### src/hdl/sd_cache_params.svh
// Width, bank and way parameters of the SD block cache manager
// Card and DMA address widths, block and sector sizes
// Tag and entry number widths derived from index and way bits

`ifndef SD_CACHE_PARAMS_SVH
`define SD_CACHE_PARAMS_SVH

// ======================================================================
// Addresses
// ======================================================================

// Card and DMA address width
`define SD_ADDR_W 32

// Physical block number width
`define BLOCK_W 20

// Byte offset inside a 512-byte block
`define SECTOR_OFFSET_W 9

// ======================================================================
// Cache geometry
// ======================================================================

// One tag bank per index
`define INDEX_W 2
`define NUM_BANKS (1 << `INDEX_W)

// Ways held in each bank
`define WAY_W 2
`define NUM_WAYS (1 << `WAY_W)

`define TAG_W (`BLOCK_W - `INDEX_W)

// Entry number is the way over the index
`define ENTRY_W (`INDEX_W + `WAY_W)

`endif

### src/hdl/sd_cache_pkg.sv
// Shared types of the SD block cache manager
// Request word union, bank and lookup results, tag update, card command

`include "sd_cache_params.svh"

package sd_cache_pkg;

    // Tag over index view of a block number
    typedef struct packed {
        logic [`TAG_W-1:0]   tag;
        logic [`INDEX_W-1:0] index;
    } blk_fields_t;

    // Request word, read flat for the card address and split for the banks
    typedef union packed {
        logic [`BLOCK_W-1:0] blk;
        blk_fields_t         f;
    } blk_req_u;

    // Result of one bank, way is the hit way or the victim way on a miss
    typedef struct packed {
        logic              hit;
        logic              dirty;
        logic [`WAY_W-1:0] way;
        logic [`TAG_W-1:0] tag;
    } bank_res_t;

    // Merged lookup result for the requested index
    typedef struct packed {
        logic                hit;
        logic                dirty;
        logic [`ENTRY_W-1:0] entry;
        logic [`BLOCK_W-1:0] victim_blk;
    } lkp_res_t;

    // Tag write broadcast to all banks
    typedef struct packed {
        logic                we;
        logic [`INDEX_W-1:0] index;
        logic [`WAY_W-1:0]   way;
        logic [`TAG_W-1:0]   tag;
        logic                dirty;
        logic                alloc;
    } tag_upd_t;

    // Block transfer command to the transaction manager
    typedef struct packed {
        logic                  wr;
        logic [`SD_ADDR_W-1:0] sd_addr;
        logic [`SD_ADDR_W-1:0] dma_addr;
    } sd_cmd_t;

endpackage

### src/hdl/sd_tag_bank.sv
// Tag bank for one cache index
// Valid, dirty and tag bits per way
// Combinational lookup with round-robin victim selection, one-cycle write

`include "sd_cache_params.svh"

module sd_tag_bank #(
    parameter int BANK_ID = 0
) (
    input  logic                    clk,
    input  logic                    rst,
    input  logic [`TAG_W-1:0]       lkp_tag,
    input  sd_cache_pkg::tag_upd_t  upd,
    output sd_cache_pkg::bank_res_t res
);

    logic [`NUM_WAYS-1:0] valid;
    logic [`NUM_WAYS-1:0] dirty;
    logic [`TAG_W-1:0]    tags [`NUM_WAYS];
    logic [`WAY_W-1:0]    rr_ptr;
    logic                 hit;
    logic [`WAY_W-1:0]    hit_way;
    logic [`WAY_W-1:0]    sel_way;
    logic                 bank_we;

    // ======================================================================
    // Lookup
    // ======================================================================

    always_comb begin
        hit     = 1'b0;
        hit_way = '0;
        for (int w = 0; w < `NUM_WAYS; w++) begin
            if (valid[w] && (tags[w] == lkp_tag)) begin
                hit     = 1'b1;
                hit_way = w[`WAY_W-1:0];
            end
        end
    end

    // Victim is the way under the pointer, valid or not
    assign sel_way = hit ? hit_way : rr_ptr;

    always_comb begin
        res.hit   = hit;
        res.way   = sel_way;
        res.tag   = tags[sel_way];
        res.dirty = valid[sel_way] & dirty[sel_way];
    end

    // ======================================================================
    // Update
    // ======================================================================

    assign bank_we = upd.we && (int'(upd.index) == BANK_ID);

    always_ff @(posedge clk or posedge rst) begin
        if (rst) begin
            valid  <= '0;
            dirty  <= '0;
            rr_ptr <= '0;
        end else if (bank_we) begin
            valid[upd.way] <= 1'b1;
            // A fill starts clean unless the core writes, a hit only adds dirt
            if (upd.alloc) begin
                dirty[upd.way] <= upd.dirty;
                rr_ptr         <= rr_ptr + 1'b1;
            end else begin
                dirty[upd.way] <= dirty[upd.way] | upd.dirty;
            end
        end
    end

    always_ff @(posedge clk) begin
        if (bank_we) begin
            tags[upd.way] <= upd.tag;
        end
    end

endmodule

### src/hdl/sd_lookup_merge.sv
// Lookup merge stage
// Picks the bank result for the requested index
// Builds the entry number and the victim block number

`include "sd_cache_params.svh"

module sd_lookup_merge (
    input  sd_cache_pkg::blk_req_u                   req,
    input  sd_cache_pkg::bank_res_t [`NUM_BANKS-1:0] bank_res,
    output sd_cache_pkg::lkp_res_t                   res
);

    import sd_cache_pkg::*;

    bank_res_t           sel;
    logic [`INDEX_W-1:0] index;

    assign index = req.f.index;
    assign sel   = bank_res[index];

    always_comb begin
        res.hit   = sel.hit;
        res.dirty = sel.dirty;
        // Way over index
        res.entry = {sel.way, index};
        // Victim tag goes back over its index to give the block number
        res.victim_blk = {sel.tag, index};
    end

endmodule

### src/hdl/sd_cache_ctrl.sv
// Cache controller
// Lock handling and the main FSM
// Writeback and fill command generation with card address formatting
// Tag update for hits and allocations

`include "sd_cache_params.svh"

module sd_cache_ctrl (
    input  logic                   clk,
    input  logic                   rst,
    input  logic                   lock_acquire,
    input  logic                   lock_release,
    output logic                   lock_status,
    input  logic                   core_we,
    input  logic [`BLOCK_W-1:0]    core_block,
    output logic                   core_rdy,
    output logic [`ENTRY_W-1:0]    core_entry,
    output sd_cache_pkg::blk_req_u lkp_req,
    input  sd_cache_pkg::lkp_res_t lkp_res,
    output sd_cache_pkg::tag_upd_t upd,
    output sd_cache_pkg::sd_cmd_t  tm_cmd,
    output logic                   tm_cmd_valid,
    input  logic                   tm_cmd_ready,
    input  logic                   tm_rsp_valid,
    input  logic                   tm_rsp_ok,
    output logic                   tm_rsp_ready,
    input  logic                   is_hcxc
);

    import sd_cache_pkg::*;

    typedef enum logic [2:0] {
        IDLE,
        LOOKUP,
        WB_ISSUE,
        WB_WAIT,
        FILL_ISSUE,
        FILL_WAIT,
        UPDATE,
        LOCKED
    } state_t;

    state_t                state;
    state_t                state_next;
    logic                  core_we_f;
    lkp_res_t              res_f;
    logic                  take;
    logic                  release_go;
    logic                  cmd_go;
    logic                  rsp_go;
    logic [`SD_ADDR_W-1:0] dma_addr;

    // High-capacity cards take block numbers, standard cards byte addresses
    function automatic logic [`SD_ADDR_W-1:0] card_addr(
        input logic [`BLOCK_W-1:0] blk,
        input logic                hcxc
    );
        logic [`SD_ADDR_W-1:0] ext;
        ext = {{(`SD_ADDR_W - `BLOCK_W){1'b0}}, blk};
        return hcxc ? ext : (ext << `SECTOR_OFFSET_W);
    endfunction

    assign take       = (state == IDLE) && lock_acquire && !lock_status;
    assign release_go = core_rdy && lock_release;
    assign cmd_go     = tm_cmd_valid && tm_cmd_ready;
    assign rsp_go     = tm_rsp_ready && tm_rsp_valid;

    // ======================================================================
    // Registers
    // ======================================================================

    always_ff @(posedge clk or posedge rst) begin
        if (rst) begin
            state       <= IDLE;
            lock_status <= 1'b0;
        end else begin
            state <= state_next;
            if (take) begin
                lock_status <= 1'b1;
            end else if (release_go) begin
                lock_status <= 1'b0;
            end
        end
    end

    // Request captured at grant, lookup result held from LOOKUP on
    always_ff @(posedge clk) begin
        if (take) begin
            lkp_req.blk <= core_block;
            core_we_f   <= core_we;
        end
        if (state == LOOKUP) begin
            res_f <= lkp_res;
        end
    end

    // ======================================================================
    // FSM
    // ======================================================================

    always_comb begin
        state_next = state;
        case (state)
            IDLE: begin
                if (take) begin
                    state_next = LOOKUP;
                end
            end
            LOOKUP: begin
                if (lkp_res.hit) begin
                    state_next = UPDATE;
                end else if (lkp_res.dirty) begin
                    state_next = WB_ISSUE;
                end else begin
                    state_next = FILL_ISSUE;
                end
            end
            WB_ISSUE: begin
                if (cmd_go) begin
                    state_next = WB_WAIT;
                end
            end
            WB_WAIT: begin
                // Not-ok sends the same writeback again
                if (rsp_go) begin
                    state_next = tm_rsp_ok ? FILL_ISSUE : WB_ISSUE;
                end
            end
            FILL_ISSUE: begin
                if (cmd_go) begin
                    state_next = FILL_WAIT;
                end
            end
            FILL_WAIT: begin
                if (rsp_go) begin
                    state_next = tm_rsp_ok ? UPDATE : FILL_ISSUE;
                end
            end
            UPDATE: begin
                state_next = lock_release ? IDLE : LOCKED;
            end
            LOCKED: begin
                if (lock_release) begin
                    state_next = IDLE;
                end
            end
            default: begin
                state_next = IDLE;
            end
        endcase
    end

    // ======================================================================
    // Outputs
    // ======================================================================

    assign core_rdy     = (state == UPDATE) || (state == LOCKED);
    assign core_entry   = res_f.entry;
    assign tm_cmd_valid = (state == WB_ISSUE) || (state == FILL_ISSUE);
    assign tm_rsp_ready = (state == WB_WAIT) || (state == FILL_WAIT);

    // Slot in the DMA buffer, one 512-byte block per entry
    assign dma_addr = {{(`SD_ADDR_W - `SECTOR_OFFSET_W - `ENTRY_W){1'b0}},
                       res_f.entry, {`SECTOR_OFFSET_W{1'b0}}};

    always_comb begin
        tm_cmd.wr       = (state == WB_ISSUE);
        tm_cmd.dma_addr = dma_addr;
        if (state == WB_ISSUE) begin
            tm_cmd.sd_addr = card_addr(res_f.victim_blk, is_hcxc);
        end else begin
            tm_cmd.sd_addr = card_addr(lkp_req.blk, is_hcxc);
        end
    end

    // Written in the first ready cycle, an allocation on a miss
    always_comb begin
        upd.we    = (state == UPDATE);
        upd.index = lkp_req.f.index;
        upd.way   = res_f.entry[`ENTRY_W-1:`INDEX_W];
        upd.tag   = lkp_req.f.tag;
        upd.dirty = core_we_f;
        upd.alloc = !res_f.hit;
    end

endmodule

### src/hdl/sd_cache_manager.sv
// Top level of the SD block cache manager
// Controller, one tag bank per index, and the lookup merge stage

`include "sd_cache_params.svh"

module sd_cache_manager (
    input  logic                  clk,
    input  logic                  rst,
    input  logic                  lock_acquire,
    input  logic                  lock_release,
    output logic                  lock_status,
    input  logic                  core_we,
    input  logic [`BLOCK_W-1:0]   core_block,
    output logic                  core_rdy,
    output logic [`ENTRY_W-1:0]   core_entry,
    output sd_cache_pkg::sd_cmd_t tm_cmd,
    output logic                  tm_cmd_valid,
    input  logic                  tm_cmd_ready,
    input  logic                  tm_rsp_valid,
    input  logic                  tm_rsp_ok,
    output logic                  tm_rsp_ready,
    input  logic                  is_hcxc
);

    import sd_cache_pkg::*;

    blk_req_u                    lkp_req;
    lkp_res_t                    lkp_res;
    tag_upd_t                    upd;
    bank_res_t [`NUM_BANKS-1:0]  bank_res;

    sd_cache_ctrl u_ctrl (
        .clk          (clk),
        .rst          (rst),
        .lock_acquire (lock_acquire),
        .lock_release (lock_release),
        .lock_status  (lock_status),
        .core_we      (core_we),
        .core_block   (core_block),
        .core_rdy     (core_rdy),
        .core_entry   (core_entry),
        .lkp_req      (lkp_req),
        .lkp_res      (lkp_res),
        .upd          (upd),
        .tm_cmd       (tm_cmd),
        .tm_cmd_valid (tm_cmd_valid),
        .tm_cmd_ready (tm_cmd_ready),
        .tm_rsp_valid (tm_rsp_valid),
        .tm_rsp_ok    (tm_rsp_ok),
        .tm_rsp_ready (tm_rsp_ready),
        .is_hcxc      (is_hcxc)
    );

    // Every bank sees the same tag and update, each keeps its own index
    for (genvar i = 0; i < `NUM_BANKS; i++) begin : g_bank
        sd_tag_bank #(
            .BANK_ID (i)
        ) u_bank (
            .clk     (clk),
            .rst     (rst),
            .lkp_tag (lkp_req.f.tag),
            .upd     (upd),
            .res     (bank_res[i])
        );
    end

    sd_lookup_merge u_merge (
        .req      (lkp_req),
        .bank_res (bank_res),
        .res      (lkp_res)
    );

endmodule

### config.mk
export PLATFORM = sky130hd
export DESIGN_NAME = sd_cache_manager
export DESIGN_NICKNAME = d
export VERILOG_FILES = /design/src/hdl/sd_cache_pkg.sv /design/src/hdl/sd_tag_bank.sv /design/src/hdl/sd_lookup_merge.sv /design/src/hdl/sd_cache_ctrl.sv /design/src/hdl/sd_cache_manager.sv
export VERILOG_INCLUDE_DIRS = /design/src /design/src/hdl
export SDC_FILE = /design/constraint.sdc
export NUM_CORES = 1
export LEC_CHECK = 0
export BUFFER_PORTS_ARGS = -buffer_cell sky130_fd_sc_hd__clkbuf_2
export CORE_UTILIZATION = 50
export CTS_CLUSTER_SIZE = 30
export DETAILED_ROUTE_END_ITERATION = 16
export GPL_TIMING_DRIVEN = 0
export PLACE_DENSITY = 0.69
export SETUP_SLACK_MARGIN = 0.2
export SLEW_MARGIN = 0
export SYNTH_ARGS = -nofsm -noshare
export SYNTH_HDL_FRONTEND = slang
export SYNTH_SLANG_ARGS = --single-unit
### constraint.sdc
create_clock -name clk -period 6.6 [get_ports clk]
set_clock_uncertainty 0.15 [all_clocks]
set_input_delay 0.33 -clock clk [delete_from_list [all_inputs] [get_ports clk]]
set_output_delay 0.33 -clock clk [all_outputs]
set_load 0.01 [all_outputs]
==> impl_metrics.tcl <==
set metrics [dict create \
    synth-edff-count 332 \
    p_seq_frac 0.420 \
    nets 1662 \
    period_needed_ns 5.314 \
    synthesis.area_mm2 0.01948 \
    wl_per_cell_um 30.47 \
    grt_pass1_wl_mm 92.48 \
    synth.most_common_cell "edfxtp_1" \
    yosys.area.top_type "edfxtp_1" \
    synthTopCellsByArea "edfxtp_1, mux2i_1, xnor2_1, dfrtp_1, xor2_1" \
    grt-ovfl-total 0 \
    route.detailed.drc 0 \
    max_slew_margin 0.06751 \
    required_ns 6.73 \
    rows 71 \
    cts_tree "yes" \
    startpoint_type "register" \
    power.leakage_uw 0.008278 \
    initial_utilization 0.5123 \
    n_fill_cell 3057 \
    synthArstFlopShare 0.1170 \
    die_height_um 199.4 \
    syn_to_final_growth_pct 16.01 \
    die_w_um 199.4 \
    core_area_mm2 0.03802 \
    p_per_area_mw_per_mm2 310.3 \
    drt-total-wl_mm 66.37 \
    fin_util 0.5943 \
    power_frac_clock 0.333 \
    antenna_cells 0 \
    io_buffers 69 \
    setup_viol_count_final 0 \
    finalSetupTns_ns 0 \
    crit_path_end_kind "register" \
    regToRegStartpoint "u_ctrl.lkp_req[2]$_DFFE_PP_" \
    rsz0062_at_grt "false" \
    cts_setup_buffers 0 \
    via_per_inst 6.134 \
    status "finished clean" \
    peakVddDrop_mv 0.2451 \
    netSwitchingPower_uw 2206 \
    p_sw_frac 0.3146 \
    syn_inst 1444 \
    r2r_cells 13 \
    num_vias 13359 \
    crit_arrival_ns 5.44 \
    antenna_left 0 \
    synth_top_flop_cell "edfxtp_1" \
    synth_top_area_share 0.5119 \
    cts.path.max_buffers 3 \
    finalHoldViolations 0 \
    die-area_mm2 0.03975 \
    drv_slew 0 \
    hp-start "tm_rsp_ok" \
    syn_area_per_cell_um2 13.49 \
    worstHoldEndpoint "u_ctrl.state[2]$_DFFE_PP0P_" \
    yosysWarnings 0 \
    multi_input_area_mm2 0.007726 \
    ys_seq_area_frac 0.5684 \
    combPwrFrac 0.247 \
    dr.pass1.iters 5 \
    min_path_type "input pin to register" \
    antenna_found_initial 2 \
    grt_max_degree 24 \
    ys_ff_latch 376 \
    drv_cap 0 \
    clock_sinks 376 \
    pin_count 102 \
    synth_cell_type_count 64 \
    reg2reg_slack_ns 1.29 \
    drt_first_iter_violations 1721 \
    r2r-end "u_ctrl.res_f[4]$_DFFE_PP_" \
    whs_path_depth 4 \
    grt_pass1_vias 13030 \
    htree_levels 2 \
    dpl.hpwl_mm 46.93 \
    p_int_uw 4806 \
    drive_gt1_frac 0.2082 \
    routabilityCongestion 1.009 \
    fin_crit_sh 0.8052 \
    timing.fmax_mhz 188.2 \
    ff_latch_area_mm2 0.01107 \
    grt.total_usage 0.3385 \
    tightestPinTransition_ns 1.399 \
    cts_inserted_buffers 42 \
    cts_root_buf "clkbuf_16" \
    critPathKind "register to register" \
    synth_commonest_cells "edfxtp_1, mux2i_1, xnor2_1" \
    path_max_fanout 17 \
    clkTransAtPathRegs_ns 0.06 \
    clkLatencyLatePin_ns 0.58 \
]
## logic make-up after synthesis
family                    Yosys count  synth area share
AOI/OAI and AO/OA                 114           0.04709
xor gates and xnor gates          299            0.1345
buffers and inverters             124           0.04375
DFF                               376            0.5684
muxes                             241            0.1289
other                               1         0.0001925
and+or+nand+nor                   289           0.07728
## state kept, by name (all words and copies together) (netlist names)
signal	cells
g_bank.u_bank.tags	288
u_ctrl.res_f	21
u_ctrl.lkp_req	20
g_bank.u_bank.dirty	16
g_bank.u_bank.valid	16
g_bank.u_bank.rr_ptr	8
u_ctrl.state	3
u_ctrl.core_entry	2
u_ctrl.core_we_f	1
u_ctrl.lock_status	1
## timing repair
item	4_1_cts	5_1_grt
hold buffers	24	0
resized for setup	0	0
endpoints found under the hold margin	44	0
## per-layer routing
layer  up-vias  GRT usage  routed length, um  part of all wire
met3       162    0.06886               6952              0.10
met5         -          0                 13           0.00020
met2       849     0.5047              28940              0.44
met1      6683     0.4680              26820              0.40
met4         2     0.1756               3643             0.055
li1       5663          -                  -                 -
## through the flow
stage | instance area [um2] | power [uW] | hold WS [ns] | instances | setup WS, ns
2_1_floorplan | 19590 | 4036 | 0.2789 | 1474 | 3.185
3_3_place_gp | 20570 | 4621 | 0.3233 | 2054 | 1.366
3_5_place_dp | 21000 | 4663 | 0.2309 | 2076 | 1.538
4_1_cts | 22600 | 6972 | 0.05526 | 2178 | 1.496
5_1_grt | 22600 | 7181 | 0.08917 | 2178 | 1.229
6_report | 22600 | 7012 | 0.06804 | 2178 | 1.286
## worst max-delay path, cell delays in order (launching register included)
cell      delay [ns]
edfxtp_1        1.15
buf_2           0.57
buf_4           0.39
xnor2_1         0.19
nand4_1         0.12
nor4_1          0.56
a22oi_1         0.20
a21bo_2         0.23
buf_4           0.18
buf_4           0.28
mux2i_1         0.27
mux2i_1         0.27
a32oi_1         0.30
o221ai_2        0.12
## how the worst max path moves through the flow
stage | start | to | depth (start not counted)
after floorplan | u_ctrl.state[0]$_DFFE_PP0P_ | u_ctrl.core_we_f$_DFFE_PP_ | 2
after global placement | u_ctrl.state[0]$_DFFE_PP0P_ | u_ctrl.lkp_req[9]$_DFFE_PP_ | 2
after detailed placement | u_ctrl.lkp_req[2]$_DFFE_PP_ | u_ctrl.res_f[4]$_DFFE_PP_ | 13
after CTS | u_ctrl.lkp_req[2]$_DFFE_PP_ | u_ctrl.res_f[4]$_DFFE_PP_ | 13
after global routing | u_ctrl.lkp_req[4]$_DFFE_PP_ | u_ctrl.res_f[19]$_DFFE_PP_ | 13
final | u_ctrl.lkp_req[2]$_DFFE_PP_ | u_ctrl.res_f[4]$_DFFE_PP_ | 13
## power by group through the flow
stage | registers, uW | logic [uW] | clock network [uW]
5_1_grt | 2960 | 1800 | 2420
4_1_cts | 2940 | 1690 | 2340
3_5_place_dp | 2990 | 1680 | 0
6_report | 2940 | 1730 | 2340
3_3_place_gp | 2990 | 1630 | 0
2_1_floorplan | 2910 | 1130 | 0
## layout make-up
cell class | instances | area share
plain buffers | 116 | 0.03638
clock buffers | 56 | 0.05111
clock inverters | 22 | 0.008804
inverters | 8 | 0.001329
multi-input cells | 974 | 0.3419
flip-flops and latches | 376 | 0.4899
well taps | 511 | 0.02830
repair buffers | 115 | 0.04220
## cell usage in the layout, fill, tap and decap left out, drive strengths merged, types with 14 or more instances in the layout
cell type	count
edfxtp	332
mux2i	208
xnor2	201
clkbuf	140
buf	123
xor2	98
nand2	64
nand4	60
nor2	46
dfrtp	44
conb	31
mux2	28
dlygate4sd3	24
nor4	24
nand3	21
nor3	21
clkinv	19
a22oi	17
or2	17
a21oi	17
o21ai	15
o22ai	14
Note: power is estimated with default switching activity, not from simulation.
